**config.mk**
```make
export PLATFORM = sky130hd
export DESIGN_NAME = obj_table_ram
export DESIGN_NICKNAME = d
export VERILOG_FILES = /design/src/source/obj_pkg.sv /design/src/source/obj_table_ram.sv
export SDC_FILE = /design/constraint.sdc
export NUM_CORES = 2
export LEC_CHECK = 0
export ABC_AREA = 1
export BUFFER_PORTS_ARGS = -buffer_cell sky130_fd_sc_hd__buf_2
export CORE_MARGIN = 2
export CORE_UTILIZATION = 35
export DETAILED_ROUTE_END_ITERATION = 16
export SYNTH_ARGS = -nofsm -noshare
export SYNTH_HDL_FRONTEND = slang
export SYNTH_SLANG_ARGS = --single-unit
export TNS_END_PERCENT = 50
```
**constraint.sdc**
```tcl
create_clock -name clk -period 3.4 [get_ports clk]
set_clock_uncertainty 0.2 [all_clocks]
set_input_delay 0.68 -clock clk [delete_from_list [all_inputs] [get_ports clk]]
set_output_delay 0.68 -clock clk [all_outputs]
set_load 0.1 [all_outputs]
```
**src/source/obj_pkg.sv**
```systemverilog
package obj_pkg;

    // table geometry
    localparam int NUM_OBJ    = 128;                  // sprite entries
    localparam int OBJ_WORDS  = 4;                    // 16-bit words per entry
    localparam int TBL_WORDS  = NUM_OBJ * OBJ_WORDS;  // whole external table
    localparam int BANK_WORDS = TBL_WORDS / 2;        // even and odd banks split it

    // entry fields
    localparam int W0_ACTIVE  = 15;   // word 0, sprite enabled
    localparam int W0_HSZ_LO  = 10;   // word 0, height code at 11:10
    localparam int W3_HFLIP   = 8;    // word 3
    localparam int W3_VFLIP   = 9;
    localparam int MIN_HEIGHT = 16;   // height code 0

    typedef logic [ 6:0] obj_idx_t;     // entry number
    typedef logic [ 8:0] tbl_addr_t;    // word address in external RAM
    typedef logic [ 7:0] bank_addr_t;   // {entry, word bit 1}
    typedef logic [15:0] obj_word_t;    // one table word
    typedef logic [15:0] obj_code_t;    // tile code
    typedef logic [ 8:0] obj_pos_t;     // screen coordinate, also line counts
    typedef logic [ 6:0] obj_attr_t;    // palette and priority

    // one record per sprite hit, goes to the line drawer
    typedef struct packed {
        obj_code_t code;      // base code + row / 16
        obj_attr_t attr;
        logic      hflip;     // already merged with global flip
        logic      vflip;
        obj_pos_t  hpos;      // start column
        logic [3:0] ysub;     // row inside the 16-line tile
    } obj_draw_t;

endpackage

```
**src/source/obj_table_ram.sv**
```systemverilog
`timescale 1ns/1ns

module obj_table_ram (
    input  logic                 clk,
    // DMA side
    input  obj_pkg::bank_addr_t  wr_addr,
    input  obj_pkg::obj_word_t   wr_data,
    input  logic                 we,
    // scanner side
    input  obj_pkg::bank_addr_t  rd_addr,
    output obj_pkg::obj_word_t   rd_data
);

    // one bank, half of the table
    obj_pkg::obj_word_t mem [obj_pkg::BANK_WORDS];

    always_ff @(posedge clk) begin
        if (we) begin
            mem[wr_addr] <= wr_data;
        end
        rd_data <= mem[rd_addr];   // one cycle read, old data on collision
    end

endmodule

```
==> results.rst <==
.. list-table::
   :header-rows: 1

   * - Metric
     - Value
   * - Start of the worst register-to-register path
     - mem[179][2]
   * - Hold/Removal Path Class
     - primary input to flop
   * - Count of fill cells added during filler insertion
     - 43146
   * - Area share of the largest cell type after synthesis
     - 0.742
   * - Maximum number of pins on one net before global-route repair
     - 88
   * - Master of the slowest instance on the critical path
     - dfxtp_1
   * - Mean instance size in the synthesized netlist
     - 12.2 um2
   * - Achievable Freq
     - 311 MHz
   * - Count of hold-fix buffers inserted at cts
     - 12
   * - CTS tree
     - yes
   * - Number of stages on the worst hold path
     - 1
   * - Cell Chain, Critical Path
     - buf_2
   * - Placement-stage worst setup slack
     - -0.386 ns
   * - First-pass GRT wire length
     - 724000 um
   * - Synth warnings
     - 0
   * - Endpoint class of the critical path
     - output port
   * - Final GP Congestion
     - 0.882
   * - Post-cts repair resize count
     - 0
   * - Overflow left after global routing
     - 0
   * - Final Hold Viols
     - 0
   * - CP peak stage delay
     - 0.77 ns
   * - Number of clock sinks
     - 4112
   * - Worst path buffer plus inverter count
     - 1
   * - Mapped Nets
     - 13651
   * - Setup slack of the worst register-to-register path
     - 0.92 ns
   * - Outcome
     - finished, final reports clean
   * - Placed Area
     - 179000 um2
   * - Gate Count Post-Synth
     - 13617
   * - Final worst path period share
     - 0.945
   * - Worst reg2reg path depth
     - 10
   * - Fin nets
     - 14180
   * - H-tree depth
     - 5
   * - Count of final setup violators
     - 0
   * - Top cells by area in the synthesized netlist
     - edfxtp_1 (74%), nand3_1 (12%), nand2_1 (9.5%)
   * - Root Driver
     - clkbuf_16
   * - Initial cell density of the core
     - 0.352
   * - Clock Path Buffers
     - 4
   * - Largest fanout of any net on the critical path
     - 1
   * - Area added between synthesis and finish
     - 16.4%
   * - Total Neg Setup Slack
     - 0 ns
   * - IO Pins
     - 50
   * - Final Routed Wirelength
     - 500000 um
   * - Antenna violations before repair
     - 31
   * - Max-cap violation count
     - 0
   * - Data required time of the critical path
     - 2.52 ns
   * - Vias in the first global route
     - 103596
   * - Most frequent standard cell in the layout excluding fill and tap cells
     - nand2_1
   * - Hold Crit Start
     - wr_data[3]
   * - Final Non-Filler Cells
     - 20733
   * - Die outline width
     - 692 um
   * - RSZ-0062 raised after global routing
     - false
   * - Total standard cell area after synthesis
     - 166000 um2
   * - Setup Buffers After CTS
     - 0
   * - Min Tclk post-route
     - 3.21 ns
   * - Number of core rows
     - 252
   * - Family of cells with the greatest summed delay on the critical path
     - flip-flops
   * - Number of register bits inferred by synthesis
     - 4112
   * - Number of distinct library cells after synthesis
     - 15
   * - Cts bufs inserted
     - 415
   * - Placeable core area
     - 471000 um2
   * - Final ANT Viol Nets
     - 0
   * - Chip height
     - 692 um
   * - Leak
     - 67.6 nW
   * - Fraction of the yosys area taken by sequential cells
     - 0.744
   * - Worst Max-Slew Pin Slew
     - 1.20 ns
   * - Routed len/inst
     - 24.1 um
   * - Highest-count cells in the layout ignoring fill and taps
     - nand2_1 (4195), edfxtp_1 (4096), nand3_1 (4035)
   * - Slew Viols, Final
     - 0
   * - Capture point of the critical path
     - rd_data[7]
   * - Final setup slack of the worst path
     - 0.185 ns
   * - Area of the die
     - 479000 um2
   * - Worst voltage drop across the vdd grid
     - 407 uV
   * - Total global routing track utilization
     - 0.202
   * - Crit path kind
     - flop to output port
   * - Nature of the critical path startpoint
     - flop
   * - Max-slew headroom at the worst pin
     - 0.202
   * - DRC violations left
     - 0
   * - Via-per-instance ratio
     - 5.35
   * - Drt pass-1 iters
     - 7
   * - Largest area contributor in the netlist
     - edfxtp_1
   * - Latest clock arrival within the worst-skew pair
     - 1.00 ns
   * - Power consumption
     - 109 mW
   * - Data arrival time of the critical path
     - 2.33 ns
   * - DRC marker count from the first detailed-route iteration
     - 14460
   * - Number of instances in the placed design
     - 19940
   * - Power density over cell area
     - 565 nW/um2
   * - Layout Cell Area excl Fill
     - 193000 um2
   * - Clock edge transition at the registers on the reported setup and hold paths
     - 0.06 ns
   * - WP depth
     - 1
   * - Fraction of final layout cells sized beyond drive strength 1
     - 0.113
   * - Placed wire-length estimate
     - 307000 um
   * - Launch point of the worst path
     - rd_data[7]
   * - Via count of the routed design
     - 110843
   * - Worst R2R End
     - rd_data[2]
   * - Number of port buffers
     - 49
-- synth_stat cells (all sizes together) --
cell type / instances
buf: 783
clkbuf: 154
dfxtp: 16
edfxtp: 4096
inv: 39
nand2: 4211
nand3: 4035
nor2: 283
-- area by class of cell --
cell class | count | area [um2] | area share
flip-flops and latches | 4112 | 123000 | 0.639
multi-input cells | 8529 | 37100 | 0.192
repair buffers | 1049 | 11000 | 0.0570
clock buffers | 515 | 11000 | 0.0570
well taps | 6223 | 7790 | 0.0404
clock inverters | 246 | 2430 | 0.0126
inverters | 39 | 199 | 0.00103
diodes | 20 | 50.0 | 0.000259
-- layer usage --
layer / wire length [um] / track usage
met1: 206000 / 0.286
met3: 50400 / 0.0409
met5: 107 / 0
met4: 13800 / 0.0573
met2: 230000 / 0.317
-- worst min-delay path by stage --
stage	to	slack (ns)
2_1_floorplan	mem[0][0]	0.58
3_3_place_gp	rd_data[4]	0.80
3_5_place_dp	rd_data[4]	0.81
4_1_cts	mem[243][11]	0.002
5_1_grt	mem[243][11]	0.03
6_report	mem[235][3]	0.03
-- power by group --
group          switching, mW  total, mW  leakage [nW]  internal (mW)
logic                   5.48       7.57          24.2           2.09
clock network           19.6       45.4          6.51           25.8
registers              0.121       56.0          36.9           55.9
-- state kept, by name, indices dropped and copies added, names as in the netlist --
| signal | count |
|---|---|
| mem | 4096 |
| rd_data | 16 |
-- metrics by stage --
stage                     hold slack [ns]  utilization
after global placement              0.799        0.380
after floorplan                     0.579            -
after CTS                         0.00182        0.409
final                              0.0348        0.409
after detailed placement            0.806        0.380
after global routing               0.0316        0.409
-- kinds of logic (layout without fill, tap and decap cells) --
family,Yosys count,after routing,share of synthesized area
buf+inv,976,1849,0.0321
simple gates,8529,8529,0.224
other cells,0,20,0
flops,4112,4112,0.744
Power figures use the tool's default switching activity.
