### src/source/mmr_pkg.sv
package mmr_pkg;

    typedef logic [1:0] cpu_addr_t;   // register select
    typedef logic [9:0] off_t;        // scroll style offsets

    // register map
    localparam cpu_addr_t REG_XOFF = 2'd0;
    localparam cpu_addr_t REG_YOFF = 2'd1;
    localparam cpu_addr_t REG_CFG  = 2'd2;
    localparam cpu_addr_t REG_TRIG = 2'd3;   // write only, starts a DMA

    typedef struct packed {
        logic        we;
        cpu_addr_t   addr;
        logic [15:0] dout;    // data from the CPU
        logic [ 1:0] dsn;     // byte strobes, active low, bit 0 is low byte
    } cpu_bus_t;

    // configuration byte
    typedef struct packed {
        logic [2:0] rsvd_hi;  // stored, no function here
        logic       dma_en;
        logic [1:0] rsvd_lo;
        logic       gvf;      // global vertical flip
        logic       ghf;      // global horizontal flip
    } mmr_cfg_t;

endpackage

### src/source/obj_mmr.sv
`timescale 1ns/1ns

module obj_mmr (
    input  logic               clk,
    input  logic               arst_n,
    input  logic               cs,
    input  mmr_pkg::cpu_bus_t  cpu,
    output mmr_pkg::off_t      xoffset,
    output mmr_pkg::off_t      yoffset,
    output mmr_pkg::mmr_cfg_t  cfg,
    output logic               dma_trig     // one cycle, after the write
);

    logic wr;   // valid write this cycle

    // merges the enabled byte lanes into the old value
    function automatic logic [15:0] lane_wr(
        input logic [15:0] old,
        input logic [15:0] din,
        input logic [ 1:0] dsn
    );
        logic [15:0] res;
        res = old;
        if (!dsn[0]) res[ 7:0] = din[ 7:0];   // low byte
        if (!dsn[1]) res[15:8] = din[15:8];   // high byte
        return res;
    endfunction

    assign wr = cs && cpu.we;

    always_ff @(posedge clk or negedge arst_n) begin
        if (!arst_n) begin
            xoffset  <= '0;
            yoffset  <= '0;
            cfg      <= '0;   // dma off, no flips
            dma_trig <= 1'b0;
        end else begin
            // trigger stores nothing, only the pulse
            dma_trig <= wr && cpu.addr == mmr_pkg::REG_TRIG;
            if (wr) begin
                case (cpu.addr)
                    mmr_pkg::REG_XOFF: begin
                        xoffset <= mmr_pkg::off_t'(lane_wr({6'd0, xoffset}, cpu.dout, cpu.dsn));
                    end
                    mmr_pkg::REG_YOFF: begin
                        yoffset <= mmr_pkg::off_t'(lane_wr({6'd0, yoffset}, cpu.dout, cpu.dsn));
                    end
                    mmr_pkg::REG_CFG: begin
                        if (!cpu.dsn[0]) cfg <= cpu.dout[7:0];  // byte wide register
                    end
                    default: ;   // REG_TRIG handled above
                endcase
            end
        end
    end

endmodule

### config.mk
export PLATFORM = sky130hd
export DESIGN_NAME = obj_mmr
export DESIGN_NICKNAME = d
export VERILOG_FILES = /design/src/source/mmr_pkg.sv /design/src/source/obj_mmr.sv
export SDC_FILE = /design/constraint.sdc
export NUM_CORES = 1
export LEC_CHECK = 0
export BUFFER_PORTS_ARGS = -buffer_cell sky130_fd_sc_hd__buf_2
export CORE_ASPECT_RATIO = 1.2
export CORE_MARGIN = 5
export CORE_UTILIZATION = 41
export CTS_CLUSTER_DIAMETER = 200
export DETAILED_ROUTE_END_ITERATION = 8
export GPL_TIMING_DRIVEN = 0
export PLACE_DENSITY = 0.74
export SYNTH_ARGS = -nofsm -noshare
export SYNTH_HDL_FRONTEND = slang
export SYNTH_SLANG_ARGS = --single-unit
### constraint.sdc
create_clock -name clk -period 0.89 [get_ports clk]
set_input_delay 0.1335 -clock clk [delete_from_list [all_inputs] [get_ports clk]]
set_output_delay 0.1335 -clock clk [all_outputs]
set_load 0.05 [all_outputs]
==> parameters.txt, run 1 <==
Parameter                              Value

Critical path
  Maximum fanout count along the critical path    2
  Endpoint arrival time on the critical path    0.91 ns
  Launching element of the worst setup path    yoffset[8]
  Endpoint of the most critical register-to-register path    yoffset[0]
  Required time worst endpoint    0.76 ns
  Slowest cell on the critical path    sky130_fd_sc_hd__dfrtp_2
  FF-to-FF setup slack    -0.01 ns
  Crit path cell chain    buf_6
  Critical path buffer and inverter count    1
  Startpoint Class    flop
  CP endpoint kind    output port
  Startpoint of the worst register-to-register path    yoffset[0]
  Slowest stage delay, CP    0.42 ns
  Largest delay contributor family on the critical path    flip-flops
  Count of cell instances traversed by the critical path    1
  Type of the worst setup path    reg2out
  Count of cells along the worst register-to-register path    2

Worst hold path
  Hold EP    yoffset[9]
  WHS Path Cells    2
  Source of the worst hold timing path    cpu[11]
  Hold WC Path Type    in2reg

CTS
  Root cell of the clock tree    sky130_fd_sc_hd__clkbuf_4
  Maximum buffer depth of the clock tree    2
  Register clock-pin slew on the reported worst setup and hold paths    0.09 ns
  CTS tree    built
  Number of H-tree levels    2
  Insertion delay of the later-clocked pin in the worst-skew pair    0.32 ns
  Clock sink count    29
  TritonCTS buffer count    5

Drt
  Vias/cell    4.83
  DR iter-0 viols    9
  Average wire per standard cell    16.5 um
  First-pass DRT Iterations    4
  Post-detailed-route DRC marker count    0
  Vias post-DR    816
  Detailed-route wire length    2.79 mm
  DRT antenna net count    0

Timing
  Min Tclk post-route    1.04 ns
  Final hold violation count    0
  Achievable clock frequency    962 MHz
  Normalized max-slew margin    73.8%
  Setup repair after global routing missed its margin    true
  Number of pins with negative max-slew slack in the final report    0
  Total negative setup slack    -5.18 ns
  Final Worst Setup Slack    -0.150 ns
  Measured slew at the worst slew-check pin    0.393 ns
  Final worst path period share    117%
  Final setup fails    53
  Worst Clk Skew    0 ns

Placed design
  GPL Wtd Cong    0.738
  Pre-CTS worst setup slack    -0.513 ns
  Cell Area, Placed    0.00149 mm^2
  Number of input and output port buffers inserted    46
  HPWL after detailed placement    1.85 mm

Floorplanning
  Vertical die dimension    68.0 um
  Die W    58.3 um
  Initial cell density of the core    42.1%
  Std-Cell Core Area    0.00273 mm^2
  Area of the die    0.00397 mm^2
  I/O pin count    53
  Row count    21

Yosys
  Sequential cell area fraction in the yosys report    63.1%
  Yosys synthesis warning count    0
  Synth Area per Inst    17.2 um^2
  Post-synthesis cell type count    13
  Synthesized area    0.00115 mm^2
  Number of instances in the synthesized netlist    67
  Synth Register Bits    29
  Net count after synthesis    91

Global route
  Total routing usage reported by global routing    15.1%
  Antenna violations before repair    0
  Via count of the first global-routing pass    900
  First-pass GRT wire length    4.26 mm
  Largest net degree at the start of global routing    30
  Grt ovf    0

Layout
  Layout area overhead    66.2%
  Final standard cell area without fillers    0.00191 mm^2
  Filler cell count    187
  Top library cells by usage in the layout, fill and taps aside    sky130_fd_sc_hd__buf_6, sky130_fd_sc_hd__dfrtp_1, sky130_fd_sc_hd__mux2_4, sky130_fd_sc_hd__buf_4, sky130_fd_sc_hd__buf_2
  # nets final    158
  Leading cell type in the layout, fill and taps excluded    sky130_fd_sc_hd__buf_6
  Number of diodes added for antenna fixing    0
  Fraction of layout cells with a size suffix above 1    76.3%

Pwr
  Total Power Consumption    5.17 mW
  Worst supply voltage drop on vdd    0.00141 V
  Leakage power total    0.956 nW
  Pwr dens    2710 mW/mm^2

Run status
  Outcome    finished, violations left
  Violations in the final reports    negative setup slack

Flow run
  Max Cap Viol    0
[metal layers]
layer | vias to the layer above | GRT usage [%] | share of wire [%]
li1 | 374 | - | -
met1 | 399 | 15.7 | 39
met2 | 38 | 26.1 | 51
met3 | 5 | 5.28 | 8.7
met4 | 0 | 8.70 | 1.8
met5 | - | 0 | 0
[through the flow]
step	utilization (%)	std cells	hold WS, ns
finish	69.9	169	0.0565
global route	69.9	169	0.0232
CTS	67.6	164	0.0384
detailed placement	54.6	147	0.193
global placement	54.6	147	0.177
floorplan	-	67	-0.162
[sequential cells by signal, indices dropped and copies added, names as in the netlist]
| name | flops |
|---|---|
| dma_trig | 1 |
| cfg | 8 |
| yoffset | 10 |
| xoffset | 10 |
[cells by family after synthesis]
logic type	Yosys count	synth area share, %
simple gates	8	5.44
buf+inv	2	1.41
flops	29	63.1
mux	28	30.0
[area by class of cell]
cell class / count / area (um^2) / area share (%)
Multi-Input combinational cell: 36 / 470 / 24.6
Buffer: 1 / 20.0 / 1.05
Sequential cell: 29 / 727 / 38.0
Clock buffer: 8 / 58.8 / 3.08
Timing Repair Buffer: 61 / 592 / 31.0
Tap cell: 34 / 42.5 / 2.23
[repair_timing]
item | CTS | global route
pin swaps | 4 | 2
buffers inserted | 9 | 8
hold endpoints to repair | 29 | 0
resized for setup | 65 | 8
hold buffers | 1 | 0
endpoints found under the setup margin | 53 | 62
[worst register-to-register path, delay by kind of cell, from the launching register on]
family	cells	cell delay, ns
buffers and inverters	1	0.14
DFF	1	0.40
muxes	1	0.26
[power by group]
group          internal [mW]  total, mW  switching [mW]
registers               1.62       1.85           0.230
clock network          0.389      0.810           0.421
logic                   1.11       2.52            1.41
total                   3.12       5.17            2.06
[cell usage after synthesis]
cell type	number	area [um^2]
sky130_fd_sc_hd__buf_6	1	11.3
sky130_fd_sc_hd__dfrtp_1	29	726
sky130_fd_sc_hd__or4_2	1	8.76
sky130_fd_sc_hd__buf_2	1	5.00
sky130_fd_sc_hd__nor2_2	1	6.26
sky130_fd_sc_hd__and4_2	1	10.0
sky130_fd_sc_hd__nand2_1	1	3.75
sky130_fd_sc_hd__mux2_4	8	120
sky130_fd_sc_hd__nor2_1	1	3.75
sky130_fd_sc_hd__or4_1	1	7.51
sky130_fd_sc_hd__or4b_4	1	13.8
sky130_fd_sc_hd__nand4b_1	1	8.76
sky130_fd_sc_hd__mux2_2	20	225
[worst max path at each step]
stage / slack [ns] / endpoint
finish: -0.15 / yoffset[8]
global route: -0.20 / yoffset[8]
CTS: -0.17 / yoffset[9]
detailed placement: -0.51 / cfg[1]
global placement: -0.49 / cfg[4]
floorplan: -0.33 / cfg[0]
No activity file was read; power rests on OpenSTA's default activity.
==> run 2: changes to the inputs <==
Clock period 0.89 ns to 1.25 ns, I/O delays scaled along.
==> run 2 against run 1 <==
The flow now finishes without violations. Core utilization fell by 15 points. Clock power fell by 31%. Sequential share of layout area grew 10 points. Setup slack better by 0.25 ns. Combinational power is 48% lower. Global-route usage shrank 1.2 points. Final cell count is 8.3% lower. Worst hold slack gained 0.048 ns. Clock skew stayed put. Via count is 7.2% lower. Wire length shrank 15%. Die area stayed put. Critical endpoint is now cfg[0]. Largest power group unchanged.
==> parameters.txt, run 2 (synthesis results as in run 1) <==
Parameter                              Value

Run status
  Outcome    completed

Critical path
  Critical path buffer and inverter count    1 (unchanged)
  Slowest cell on the critical path    sky130_fd_sc_hd__dfrtp_1
  Largest delay contributor family on the critical path    flip-flops
  Maximum fanout count along the critical path    2 (unchanged)
  CP endpoint kind    output port
  Count of cells along the worst register-to-register path    1 (-1)
  Required time worst endpoint    1.06 ns (+0.30 ns)
  Count of cell instances traversed by the critical path    1 (unchanged)
  Endpoint arrival time on the critical path    0.96 ns (+0.05 ns)
  Startpoint Class    flop
  Slowest stage delay, CP    0.37 ns (-0.05 ns)
  Crit path cell chain    buf_2
  Type of the worst setup path    reg2out

Drt
  Detailed-route wire length    2.36 mm (-15%)
  DR iter-0 viols    15 (+6)
  First-pass DRT Iterations    4 (unchanged)
  Vias post-DR    757 (-7.2%)
  Vias/cell    4.88 (+1.1%)
  Post-detailed-route DRC marker count    0 (unchanged)
  Average wire per standard cell    15.3 um (-7.7%)
  DRT antenna net count    0 (unchanged)

Pwr
  Part of the power in the clock network    17.9% (+2.2 points)
  Sw frac    43.2% (+3.5 points)
  Pwr dens    2080 mW/mm^2 (-23%)
  Internal power    1.77 mW (-43%)
  Leakage power total    0.782 nW (-18%)
  Combinational cell fraction of total power    42.0% (-6.6 points)
  Portion of total power attributed to sequential cells    40.1% (+4.4 points)
  Net Sw Power    1.35 mW (-34%)
  Worst supply voltage drop on vdd    0.00133 V (-6.1%)

Floorplanning
  Die W    58.3 um (unchanged)
  Row count    21 (unchanged)
  Initial cell density of the core    42.1% (unchanged)
  I/O pin count    53 (unchanged)
  Vertical die dimension    68.0 um (unchanged)
  Std-Cell Core Area    0.00273 mm^2 (unchanged)
  Area of the die    0.00397 mm^2 (unchanged)

CTS
  Register clock-pin slew on the reported worst setup and hold paths    0.08 ns (about the same)
  Post-CTS setup-driven buffer insertion count    0 (-9)
  Clock sink count    29 (unchanged)
  # resized after CTS    0 (-100%)
  TritonCTS buffer count    5 (unchanged)
  CTS tree    built
  Root cell of the clock tree    sky130_fd_sc_hd__clkbuf_4
  Insertion delay of the later-clocked pin in the worst-skew pair    0.32 ns (about the same)
  Maximum buffer depth of the clock tree    2 (unchanged)
  Number of H-tree levels    2 (unchanged)
  CTS Hold Buffers Added    1 (unchanged)

Layout
  Final Util    54.9% (-15 points)
  Layout area overhead    30.5%
  Post-Layout Cell Count    155 (-8.3%)
  Filler cell count    255 (+36%)
  Top library cells by usage in the layout, fill and taps aside    sky130_fd_sc_hd__buf_2, sky130_fd_sc_hd__dfrtp_1, sky130_fd_sc_hd__mux2_2, sky130_fd_sc_hd__mux2_4, sky130_fd_sc_hd__clkbuf_4
  Fraction of layout cells with a size suffix above 1    71.9% (-4.4 points)
  Number of diodes added for antenna fixing    0 (unchanged)
  Leading cell type in the layout, fill and taps excluded    sky130_fd_sc_hd__buf_2
  Top flop regs    xoffset (10), yoffset (10), cfg (8)
  # nets final    145 (-8.2%)

Timing
  Achievable clock frequency    872 MHz
  Normalized max-slew margin    58.6% (-15 points)
  Setup repair after global routing missed its margin    false
  Number of pins with negative max-slew slack in the final report    0 (unchanged)
  Worst Clk Skew    0 ns (unchanged)
  Min Tclk post-route    1.15 ns
  Final hold violation count    0 (unchanged)
  Final worst path period share    91.8%
  Final setup fails    0 (-100%)
  Measured slew at the worst slew-check pin    0.621 ns (+0.228 ns)

Global route
  First-pass GRT wire length    4.00 mm (-6.0%)
  Grt ovf    0 (unchanged)
  Largest net degree at the start of global routing    30 (unchanged)
  Via count of the first global-routing pass    859 (-4.6%)
  Total routing usage reported by global routing    13.9% (-1.2 points)
  Antenna violations before repair    0 (unchanged)

Placed design
  Placed cell count    147 (unchanged)
  HPWL after detailed placement    1.77 mm (-4.0%)
  Number of input and output port buffers inserted    46 (unchanged)
  GPL Wtd Cong    0.704 (-4.6%)

Worst hold path
  WHS Path Cells    2 (unchanged)
  Hold WC Path Type    in2reg

Flow run
  Max Cap Viol    0 (unchanged)
-- run 2: changes by cell type in the layout (fill, tap and decap cells not counted), sizes merged --
cell / delta
buf: -12
clkbuf: -2
-- run 2: final timing paths --
| check | startpoint | endpoint | slack, ns |
|---|---|---|---|
| setup / recovery | cfg[0] | cfg[0] | 0.10 |
| setup reg to reg | cfg[0] | cfg[0] | 0.48 |
| min in group asynchronous | arst_n | yoffset[4] | 0.41 |
| hold / removal | cpu[10] | xoffset[8] | 0.10 |
| max in group asynchronous | arst_n | xoffset[2] | 0.43 |
| hold reg to reg | yoffset[3] | yoffset[3] | 0.51 |
-- run 2: cell type report --
class / instances / area (um^2) / share of cell area (%)
plain buffers: 2 / 20.0 / 1.33
clock buffers: 7 / 55.1 / 3.67
multi-input cells: 36 / 417 / 27.8
flip-flops and latches: 29 / 726 / 48.4
well taps: 34 / 42.5 / 2.84
repair buffers: 47 / 240 / 16.0
-- run 2: metal layers --
metal | global-route usage (%) | up-vias | routed length (um)
met5 | 0 | - | 0
met4 | 7.83 | 0 | 52
met3 | 4.53 | 6 | 183
met2 | 24.7 | 32 | 1220
met1 | 14.1 | 374 | 905
li1 | - | 345 | -
-- run 2: power by group through the flow --
stage,clock [mW],combinational (mW),sequential (mW)
finish,0.559,1.31,1.25
global route,0.631,1.37,1.29
CTS,0.580,1.33,1.26
detailed placement,0,1.33,1.27
global placement,0,1.31,1.26
floorplan,0,0.236,2.02
-- run 2: metrics by stage --
| step | hold WS (ns) | setup WS [ns] | area [um^2] | power [mW] | TNS, ns |
|---|---|---|---|---|---|
| floorplan | -0.108 | -0.0259 | 1160 | 2.26 | -0.207 |
| global placement | 0.237 | -0.186 | 1440 | 2.57 | -4.25 |
| detailed placement | 0.248 | -0.226 | 1440 | 2.60 | -4.71 |
| CTS | 0.0918 | 0.0721 | 1500 | 3.17 | 0 |
| global route | 0.0964 | 0.0394 | 1500 | 3.28 | 0 |
| finish | 0.105 | 0.103 | 1500 | 3.12 | 0 |
