### src/source/obj_pkg.sv
package obj_pkg;

    // table geometry
    localparam int NUM_OBJ    = 128;                  // sprite entries
    localparam int OBJ_WORDS  = 4;                    // 16-bit words per entry
    localparam int TBL_WORDS  = NUM_OBJ * OBJ_WORDS;  // whole external table
    localparam int BANK_WORDS = TBL_WORDS / 2;        // even and odd banks split it

    // entry fields
    localparam int W0_ACTIVE  = 15;   // word 0, sprite enabled
    localparam int W0_HSZ_LO  = 10;   // word 0, height code at 11:10
    localparam int W3_HFLIP   = 8;    // word 3
    localparam int W3_VFLIP   = 9;
    localparam int MIN_HEIGHT = 16;   // height code 0

    typedef logic [ 6:0] obj_idx_t;     // entry number
    typedef logic [ 8:0] tbl_addr_t;    // word address in external RAM
    typedef logic [ 7:0] bank_addr_t;   // {entry, word bit 1}
    typedef logic [15:0] obj_word_t;    // one table word
    typedef logic [15:0] obj_code_t;    // tile code
    typedef logic [ 8:0] obj_pos_t;     // screen coordinate, also line counts
    typedef logic [ 6:0] obj_attr_t;    // palette and priority

    // one record per sprite hit, goes to the line drawer
    typedef struct packed {
        obj_code_t code;      // base code + row / 16
        obj_attr_t attr;
        logic      hflip;     // already merged with global flip
        logic      vflip;
        obj_pos_t  hpos;      // start column
        logic [3:0] ysub;     // row inside the 16-line tile
    } obj_draw_t;

endpackage

### src/source/obj_dma.sv
`timescale 1ns/1ns

module obj_dma (
    input  logic                 clk,
    input  logic                 arst_n,
    input  logic                 dma_en,
    input  logic                 dma_trig,
    input  logic                 vs,
    // external table RAM
    output obj_pkg::tbl_addr_t   dma_addr,
    input  obj_pkg::obj_word_t   dma_data,
    output logic                 dma_bsy,
    // internal banks
    output obj_pkg::bank_addr_t  wr_addr,
    output obj_pkg::obj_word_t   wr_data,
    output logic                 we_even,
    output logic                 we_odd
);

    typedef enum logic [1:0] {
        ST_IDLE,
        ST_WAIT_VS,    // trigger accepted, pending until vs
        ST_COPY
    } state_t;

    state_t              state;
    logic                vs_l;
    logic                vs_rise;
    logic                fetch;     // address phase running
    logic                wr_vld;    // external data arrives this cycle
    obj_pkg::tbl_addr_t  wr_word;   // dma_addr one cycle late, matches RAM latency
    logic                last_addr;

    assign vs_rise   = vs && !vs_l;
    assign last_addr = dma_addr == obj_pkg::tbl_addr_t'(obj_pkg::TBL_WORDS - 1);
    assign dma_bsy   = state == ST_COPY;    // 513 cycles per copy

    // entry * 2 + word bit 1, bit 0 picks the bank
    assign wr_addr = {wr_word[8:2], wr_word[1]};
    assign wr_data = dma_data;                  // written the cycle it arrives
    assign we_even = wr_vld && !wr_word[0];     // words 0 and 2
    assign we_odd  = wr_vld &&  wr_word[0];     // words 1 and 3

    always_ff @(posedge clk or negedge arst_n) begin
        if (!arst_n) begin
            state    <= ST_IDLE;
            vs_l     <= 1'b0;
            fetch    <= 1'b0;
            wr_vld   <= 1'b0;
            dma_addr <= '0;
        end else begin
            vs_l   <= vs;
            wr_vld <= fetch;
            case (state)
                ST_IDLE: begin
                    if (dma_trig && dma_en) state <= ST_WAIT_VS;   // en sampled with pulse
                end
                ST_WAIT_VS: begin
                    if (vs_rise) begin
                        state    <= ST_COPY;
                        fetch    <= 1'b1;
                        dma_addr <= '0;
                    end
                end
                ST_COPY: begin
                    if (fetch) begin
                        if (last_addr) fetch <= 1'b0;      // 511 was the last read
                        else dma_addr <= dma_addr + 1'b1;
                    end else begin
                        state    <= ST_IDLE;               // last word written now
                        dma_addr <= '0;
                    end
                end
                default: state <= ST_IDLE;
            endcase
        end
    end

    always_ff @(posedge clk) begin
        wr_word <= dma_addr;
    end

endmodule

### config.mk
export PLATFORM = sky130hd
export DESIGN_NAME = obj_dma
export DESIGN_NICKNAME = d
export VERILOG_FILES = /design/src/source/obj_pkg.sv /design/src/source/obj_dma.sv
export SDC_FILE = /design/constraint.sdc
export NUM_CORES = 1
export LEC_CHECK = 0
export BUFFER_PORTS_ARGS = -buffer_cell sky130_fd_sc_hd__buf_4
export CORE_UTILIZATION = 45
export DETAILED_ROUTE_END_ITERATION = 12
export PLACE_DENSITY_LB_ADDON = 0.08
export SLEW_MARGIN = 15
export SYNTH_ARGS = -nofsm -noshare
export SYNTH_HDL_FRONTEND = slang
export SYNTH_SLANG_ARGS = --single-unit
### constraint.sdc
create_clock -name clk -period 2.3 [get_ports clk]
set_input_delay 0 -clock clk [delete_from_list [all_inputs] [get_ports clk]]
set_output_delay 0 -clock clk [all_outputs]
set_load 0.01 [all_outputs]
==> summary.txt, run 1 <==
Route
  • Wire length per cell: approximately 13 µm
  • ANT nets after route: 0
  • DRC: 0
  • Vias per inst: 5.28
  • Final wirelength: roughly 1900 µm
  • Pre-Repair DR Iteration Count: 3
  • Drt initial violations: 6
  • Vias: 744

Setup path
  • Crit path launch type: register
  • Slowest-stage cell, CP: dfrtp_1
  • CP dominant cell by count: and4_2
  • Worst path cell trace: and4_2 -> and4_2 -> ha_1 -> and4b_1 -> a21oi_1 -> o21ai_1 -> o31ai_2
  • Worst Setup End Kind: register
  • Largest stage delay, worst path: ~0.46 ns
  • CP Max Fanout: 8
  • Worst EP arrival: around 2.3 ns
  • Worst setup path class: reg -> reg
  • Worst Path Buf+Inv: 0
  • CP delay by family, top: simple AND/OR/NAND/NOR gates
  • CP required: approximately 2.5 ns

Place
  • DP Wirelength: 1380 µm
  • Count of input and output buffers: 24
  • Placer congestion estimate: roughly 0.81
  • DP Area: between 1000 and 1500 µm²

Power and ir drop
  • Lkg Pwr: roughly 0.57 nW
  • Worst vdd ir: 631 µV
  • Pwr per Cell Area: around 820 nW/µm²

Global routing
  • Gr ovfl total: 0
  • Pin count of the biggest net entering global routing: 15
  • Initial antenna violation count: 0
  • All-Layer GR Usage: 0.142
  • Vias in the first global route: between 600 and 700
  • First-pass GRT wire length: about 2900 µm

STA
  • Fmax: slightly below 0.5 GHz
  • Crit share post-route: 0.896
  • RSZ-0062 raised after global routing: no
  • Slew margin rel.: 0.782
  • Tightest Pin Transition: 0.326 ns
  • Fin. max-slew vios: 0
  • Final Hold Fails: 0
  • Final setup fails: 0
  • Minimum clock period: 2.06 ns
  • Setup TNS: 0 ns
  • Setup Skew: between 0.0008 and 0.0009 ns

Cells and area
  • Fillers: 246
  • Antenna Cells: 0
  • Multi-input logic area: roughly 440 µm²
  • Final net count: 139
  • Share of cells above drive strength 1: 0.378
  • Layout area overhead: 6.58%
  • Sequential cell area: 531 µm²
  • Post-route cell area: 1260 µm²

Floorplan
  • Die height: between 50 and 60 µm
  • Core Area: 2480 µm²
  • FP Rows: 18
  • Initial Util: 0.476
  • Die ar.: roughly 2800 µm²
  • Die W: approximately 53 µm
  • I/O pin cnt: 57

Logic synthesis
  • Yosys reg bits: 23
  • Seq/Total Area, Yosys: 0.450
  • Post-Syn Nets: approximately 130
  • Synth unique cells: 34
  • Post-synthesis cell area: about 1200 µm²
  • Synth Warn #: 0
  • Syn Inst Count: about 110
  • Post-Syn Area per Cell: around 11 µm²

Worst hold path
  • Worst hold path type: in -> out

CTS
  • Clock Sinks: 23
  • Root Buffer: clkbuf_4
  • Clock transition at the registers of the reported paths: 0.12 ns
  • # resized after CTS: 0
  • TritonCTS buffer count: 3
  • CTS max path bufs: 2
  • Setup repair bufs after CTS: 0
  • H-tree levels: 1
  • CTS tree: yes
  • Clk_lat worst skew: slightly above 0.3 ns

Status
  • Status: complete, no violations

Run
  • Max_cap viols: 0
[path summary, 6_finish.rpt]
path                       cells after the start  slack, ns           to          from
hold reg to reg                                0       0.45   wr_word[8]   dma_addr[8]
max in group asynchronous                      2       2.07     state[1]        arst_n
min in group asynchronous                      2       0.06  dma_addr[5]        arst_n
setup / recovery                               7       0.24  dma_addr[7]   dma_addr[3]
hold / removal                                 0   0.000004  wr_data[12]  dma_data[12]
setup reg to reg                               7       0.24  dma_addr[7]   dma_addr[3]
[cells by family (layout without fill, tap and decap cells)]
logic type | after synthesis | count (layout) | synth area share
buffers and inverters | 30 | 35 | 0.175
flip-flops | 23 | 23 | 0.450
multiplexers | 2 | 2 | 0.0191
AO/OA/AOI/OAI | 27 | 27 | 0.186
adder cells (fa/ha/maj) | 6 | 6 | 0.0636
AND/OR/NAND/NOR | 18 | 18 | 0.107
[cell usage in the layout, fill, tap and decap left out, drive strengths merged, types with 2 or more instances in the layout]
cell,n
o31ai,4
nand2,4
dlygate4sd3,2
and4,2
clkbuf,3
ha,6
nor2,3
dfxtp,9
dfrtp,14
nor2b,3
a22o,2
o21ai,12
mux2,2
inv,5
buf,24
a21oi,3
and2,2
[worst reg2reg max path: stages, from the launching register on]
cell and delay (ns):
dfrtp_1 0.46, and4_2 0.29, and4_2 0.24, ha_1 0.24, and4b_1 0.40, a21oi_1 0.11, o21ai_1 0.15, o31ai_2 0.08
[state kept, by name, summed over array words and instances (netlist names)]
name      cells
dma_addr      9
wr_word       9
state         2
fetch         1
vs_l          1
wr_vld        1
[per-layer routing]
metal	global-route usage	up-vias	share of wire
met5	0	-	0
met4	0.0395	0	0.0085
met3	0.0661	4	0.082
met2	0.217	34	0.46
met1	0.176	348	0.44
li1	-	358	-
[where the power goes]
group	total [mW]	switching, mW	internal [mW]
clock network	0.180	0.115	0.0650
logic	0.385	0.208	0.178
registers	0.469	0.0315	0.438
[metrics by stage]
step | hold WS, ns | std cells | power, mW | util | setup WS [ns]
floorplan | -0.296 | 106 | 0.788 | - | 0.377
global placement | -0.138 | 135 | 0.858 | 0.488 | 0.318
detailed placement | -0.139 | 135 | 0.862 | 0.488 | 0.261
CTS | 0.000119 | 141 | 1.05 | 0.508 | 0.230
global route | 0.0000150 | 141 | 1.11 | 0.508 | 0.0610
finish | 0.00000445 | 141 | 1.04 | 0.508 | 0.238
[final cells by class]
class	instances	share of cell area
clock buffer	3	0.0179
clock inverter	1	0.00398
inverter	5	0.0149
multi-input combinational	53	0.352
sequential	23	0.422
tap	30	0.0299
timing repair buffer	26	0.159
[timing repair]
item | 4_1_cts | 5_1_grt
hold buffers | 2 | 0
endpoints found under the hold margin | 15 | 0
endpoints found under the setup margin | 0 | 0
[cells in the mapped netlist (all sizes together)]
| cell type | instances | area (µm²) |
|---|---|---|
| a22o | 2 | 17.5 |
| o41ai | 1 | 8.76 |
| and4b | 1 | 10.0 |
| dfxtp | 9 | 180 |
| mux2 | 2 | 22.5 |
| nand2 | 4 | 25.0 |
| o21bai | 1 | 18.8 |
| and2 | 2 | 13.8 |
| o21ai | 12 | 75.1 |
| o2111ai | 1 | 26.3 |
| inv | 5 | 18.8 |
| nand3 | 1 | 5.00 |
| nand2b | 1 | 6.26 |
| o21a | 1 | 7.51 |
| a41oi | 1 | 8.76 |
| nand4 | 1 | 6.26 |
| nor2b | 3 | 26.3 |
| a31oi | 1 | 6.26 |
| buf | 25 | 188 |
| a21oi | 3 | 15.0 |
| o31ai | 4 | 35.0 |
| and4 | 2 | 20.0 |
| dfrtp | 14 | 350 |
| nor2 | 3 | 13.8 |
| ha | 6 | 75.1 |
No activity file was read; power rests on OpenSTA's default activity.
==> run 2: changes to the inputs <==
Settings changed: CELL_PAD_IN_SITES_DETAIL_PLACEMENT from default to 1, CELL_PAD_IN_SITES_GLOBAL_PLACEMENT from default to 1, CORE_UTILIZATION 45 to 33, TNS_END_PERCENT from default to 20.
==> summary.txt, run 2 (synthesis results as in run 1) <==
Power and ir drop
  • Pwr Total: between 1 and 1.5 mW
  • Lkg Pwr: around 0.58 nW
  • Pwr per Cell Area: between 800 and 900 nW/µm²
  • Worst vdd ir: between 400 and 500 µV

Route
  • Drt initial violations: 23
  • Vias: between 700 and 800
  • Wire length per cell: between 10 and 15 µm
  • Pre-Repair DR Iteration Count: 4
  • Vias per inst: 4.92
  • DRC: 0
  • Final wirelength: roughly 2300 µm
  • ANT nets after route: 0

STA
  • Slew margin rel.: 0.770
  • Final Hold Fails: 0
  • Crit share post-route: 0.904
  • RSZ-0062 raised after global routing: no
  • Fmax: around 0.48 GHz
  • Setup Skew: 0.00147 ns
  • Final setup fails: 0
  • Final setup margin: roughly 0.22 ns
  • Minimum clock period: between 2 and 2.5 ns
  • Fin. max-slew vios: 0
  • Setup TNS: 0 ns
  • Tightest Pin Transition: approximately 0.34 ns
  • Final hold slack: ~0.0000045 ns

CTS
  • Clk_lat worst skew: approximately 0.31 ns
  • Root Buffer: clkbuf_4
  • CTS max path bufs: 2
  • CTS tree: yes
  • TritonCTS buffer count: 3
  • H-tree levels: 1
  • Post-CTS Hold Buffers: 2
  • Setup repair bufs after CTS: 0
  • # resized after CTS: 0
  • Clock Sinks: 23
  • Clock transition at the registers of the reported paths: approximately 0.13 ns

Setup path
  • Worst path cell trace: and4_2 -> and4_2 -> ha_1 -> nor2b_1 -> a31oi_1 -> o21ai_0 -> o31ai_1
  • CP delay by family, top: simple AND/OR/NAND/NOR gates
  • Largest stage delay, worst path: 0.46 ns
  • CP dominant cell by count: and4_2
  • Worst EP arrival: 2.28 ns
  • Slowest-stage cell, CP: dfrtp_1
  • Worst Path Buf+Inv: 0
  • CP required: about 2.5 ns
  • CP Max Fanout: 7
  • Worst Setup End Kind: register
  • Crit path launch type: register
  • Worst setup path class: reg -> reg

Status
  • Status: complete, no violations

Cells and area
  • Fillers: 373
  • Antenna Cells: 0
  • Commonest non-fill, non-tap cell in the layout: buf_4
  • Final Util: 0.379
  • Sequential cell area: 531 µm²
  • Commonest non-fill, non-tap cells in the layout: buf_4 (25), dfrtp_1 (14), dfxtp_1 (9)
  • Multi-input logic area: between 400 and 500 µm²
  • Share of cells above drive strength 1: 0.384
  • Layout area overhead: 8.91%
  • Largest registers: dma_addr (9), wr_word (9), state (2)
  • Final net count: 140

Global routing
  • Vias in the first global route: 707
  • Gr ovfl total: 0
  • All-Layer GR Usage: 0.135
  • Initial antenna violation count: 0
  • Pin count of the biggest net entering global routing: 15
  • First-pass GRT wire length: approximately 3600 µm

Floorplan
  • Die W: slightly above 60 µm
  • Die height: between 60 and 70 µm
  • Core Area: around 3400 µm²
  • Die ar.: 3820 µm²
  • Initial Util: 0.348
  • FP Rows: 21
  • I/O pin cnt: 57

Run
  • Max_cap viols: 0

Place
  • Count of input and output buffers: 24
  • DP Wirelength: ~1600 µm
  • Place WS: between 0.2 and 0.3 ns
  • Placer congestion estimate: between 0.7 and 0.8

Worst hold path
  • Worst hold path type: in -> out
run 2: cell types whose count changed in the layout (fill, tap and decap cells not counted), sizes merged:
| cell | delta |
|---|---|
| buf | +1 |
run 2: report_power, final:
| part | switching [mW] | internal (mW) | total (mW) |
|---|---|---|---|
| clock network | 0.123 | 0.0650 | 0.188 |
| registers | 0.0316 | 0.438 | 0.470 |
| logic | 0.217 | 0.177 | 0.395 |
| total | 0.372 | 0.681 | 1.05 |
run 2: area by class of cell:
cell class / instances / area share
timing repair buffer: 27 / 0.162
clock buffer: 3 / 0.0175
tap: 46 / 0.0448
inverter: 5 / 0.0146
multi-input combinational: 53 / 0.345
sequential: 23 / 0.413
clock inverter: 1 / 0.00389
run 2: path summary, 6_finish.rpt:
| path | from | endpoint | slack [ns] | depth (start not counted) |
|---|---|---|---|---|
| max in group asynchronous | arst_n | dma_addr[8] | 2.05 | 2 |
| worst min register to register | dma_addr[8] | wr_word[8] | 0.47 | 0 |
| min in group asynchronous | arst_n | dma_addr[4] | 0.07 | 2 |
| worst max register to register | dma_addr[5] | dma_addr[4] | 0.22 | 7 |
| worst max-delay path | dma_addr[5] | dma_addr[4] | 0.22 | 7 |
| worst min-delay path | dma_data[14] | wr_data[14] | 0.000004 | 0 |
run 2: worst reg2reg max path, delay by kind of cell, from the launching register on:
kind	cells	cell delay (ns)
AO/OA/AOI/OAI	3	0.44
AND/OR/NAND/NOR	3	0.82
flip-flops	1	0.46
adder cells (fa/ha/maj)	1	0.24
run 2: routing by layer:
| layer | up-vias | track usage | wire length [µm] |
|---|---|---|---|
| met2 | 33 | 0.203 | 1040 |
| met4 | 0 | 0.0476 | 64 |
| met3 | 16 | 0.0476 | 155 |
| met1 | 371 | 0.179 | 1030 |
| met5 | - | 0 | 0 |
| li1 | 358 | - | - |
run 2: metrics by stage:
step / std cells / area [µm²]
after floorplan: 106 / 1180
after global placement: 152 / 1240
after detailed placement: 152 / 1240
after CTS: 158 / 1280
after global routing: 158 / 1280
final: 158 / 1280
==> run 3: changes to the inputs <==
Settings changed: HOLD_SLACK_MARGIN from default to 0.15.
==> summary.txt, run 3 (synthesis results as in run 1) <==
Power and ir drop
  • Pwr per Cell Area: 740 nW/µm²
  • Lkg Pwr: roughly 0.66 nW
  • Worst vdd ir: 422 µV

STA
  • Fin. max-slew vios: 0
  • Final setup fails: 0
  • Final setup margin: ~0.22 ns
  • Final hold slack: about 0.17 ns
  • Setup TNS: 0 ns
  • Slew margin rel.: 0.519
  • RSZ-0062 raised after global routing: no
  • Fmax: 0.481 GHz
  • Tightest Pin Transition: a little over 0.7 ns
  • Crit share post-route: 0.904
  • Minimum clock period: approximately 2.1 ns
  • Setup Skew: between 0.0015 and 0.002 ns
  • Final Hold Fails: 0

Cells and area
  • Commonest non-fill, non-tap cells in the layout: buf_4 (25), dlygate4sd3_1 (21), dfrtp_1 (14)
  • Fillers: 361
  • Layout area overhead: 25.0%
  • Final Util: 0.435
  • Sequential cell area: between 500 and 600 µm²
  • Multi-input logic area: approximately 440 µm²
  • Largest registers: dma_addr (9), wr_word (9), state (2)
  • Commonest non-fill, non-tap cell in the layout: buf_4
  • Final net count: approximately 160
  • Antenna Cells: 0
  • Share of cells above drive strength 1: 0.328
  • Post-route cell area: 1480 µm²

Route
  • DRC: 0
  • Pre-Repair DR Iteration Count: 4
  • Uppermost layer routed: met4
  • Wire length per cell: roughly 14 µm
  • Met1 Wirelength: between 1000 and 1500 µm
  • Vias per inst: around 4.8
  • Final wirelength: approximately 2400 µm
  • ANT nets after route: 0
  • Vias: about 850
  • Drt initial violations: 24
  • DR WL met3: roughly 180 µm
  • DR WL met2: 1170 µm

Worst hold path
  • Hold path depth: 4
  • Worst hold path type: in -> reg

Setup path
  • CP delay by family, top: simple AND/OR/NAND/NOR gates
  • CP required: around 2.5 ns
  • Worst path cell trace: and4_2 -> and4_2 -> ha_1 -> nor2b_1 -> a31oi_1 -> o21ai_0 -> o31ai_1
  • Worst setup path class: reg -> reg
  • CP dominant cell by count: and4_2
  • Crit path launch type: register
  • Slowest-stage cell, CP: dfrtp_1
  • CP Max Fanout: 7
  • Largest stage delay, worst path: about 0.46 ns
  • Critical path depth: 7
  • Worst Path Buf+Inv: 0
  • R2R depth: 7
  • Worst EP arrival: roughly 2.3 ns
  • Worst Setup End Kind: register

Floorplan
  • Die W: just over 60 µm
  • Die height: approximately 62 µm
  • FP Rows: 21
  • Initial Util: 0.348
  • Core Area: around 3400 µm²
  • I/O pin cnt: 57
  • Die ar.: around 3800 µm²

CTS
  • CTS max path bufs: 2
  • Clk_lat worst skew: a little over 0.3 ns
  • TritonCTS buffer count: 3
  • CTS tree: yes
  • # resized after CTS: 0
  • Setup repair bufs after CTS: 0
  • H-tree levels: 1
  • Clock Sinks: 23
  • Clock transition at the registers of the reported paths: approximately 0.13 ns
  • Root Buffer: clkbuf_4
  • Post-CTS Hold Buffers: 21

Global routing
  • First-pass GRT wire length: roughly 3800 µm
  • Vias in the first global route: 772
  • All-Layer GR Usage: 0.141
  • Pin count of the biggest net entering global routing: 15
  • Initial antenna violation count: 0
  • Gr ovfl total: 0

Place
  • Place WS: 0.253 ns
  • DP Area: 1240 µm²
  • Count of input and output buffers: 24
  • DP Wirelength: ~1600 µm
  • Placer congestion estimate: ~0.72

Run
  • Max_cap viols: 0

Status
  • Status: complete, no violations
[run 3: cell types whose count changed in the layout (fill, tap and decap cells not counted), sizes merged]
cell,delta
dlygate4sd3,+19
[run 3: final timing paths]
kind / start / to / slack [ns]
max in group asynchronous: arst_n / dma_addr[2] / 1.06
min in group asynchronous: arst_n / dma_addr[4] / 0.80
hold reg to reg: dma_addr[8] / wr_word[8] / 0.47
hold / removal: dma_trig / state[1] / 0.17
setup / recovery: dma_addr[5] / dma_addr[4] / 0.22
setup reg to reg: dma_addr[5] / dma_addr[4] / 0.22
[run 3: cell type report]
type | count | area share
well taps | 46 | 0.0390
repair buffers | 46 | 0.270
inverters | 5 | 0.0127
multi-input cells | 53 | 0.300
clock buffers | 3 | 0.0153
clock inverters | 1 | 0.00339
flip-flops and latches | 23 | 0.360
[run 3: report_power, final]
part | total, mW | internal (mW) | switching, mW
combinational | 0.432 | 0.199 | 0.232
clock | 0.190 | 0.0651 | 0.125
sequential | 0.470 | 0.438 | 0.0320
total | 1.09 | 0.702 | 0.389
[run 3: stage by stage]
stage          power, mW  std cells
3_3_place_gp       0.873        152
2_1_floorplan      0.788        106
3_5_place_dp       0.879        152
5_1_grt             1.18        177
6_report            1.09        177
4_1_cts             1.11        177
[run 3: worst min-delay path, stage by stage]
cell     delay, ns
buf_4         0.10
nand2_1       0.06
a21oi_1       0.08
mux2_2        0.22
[run 3: routing by layer]
layer	up-vias	GRT usage
met5	-	0
met4	0	0.0190
met3	2	0.0455
met2	47	0.232
met1	406	0.185
li1	396	-
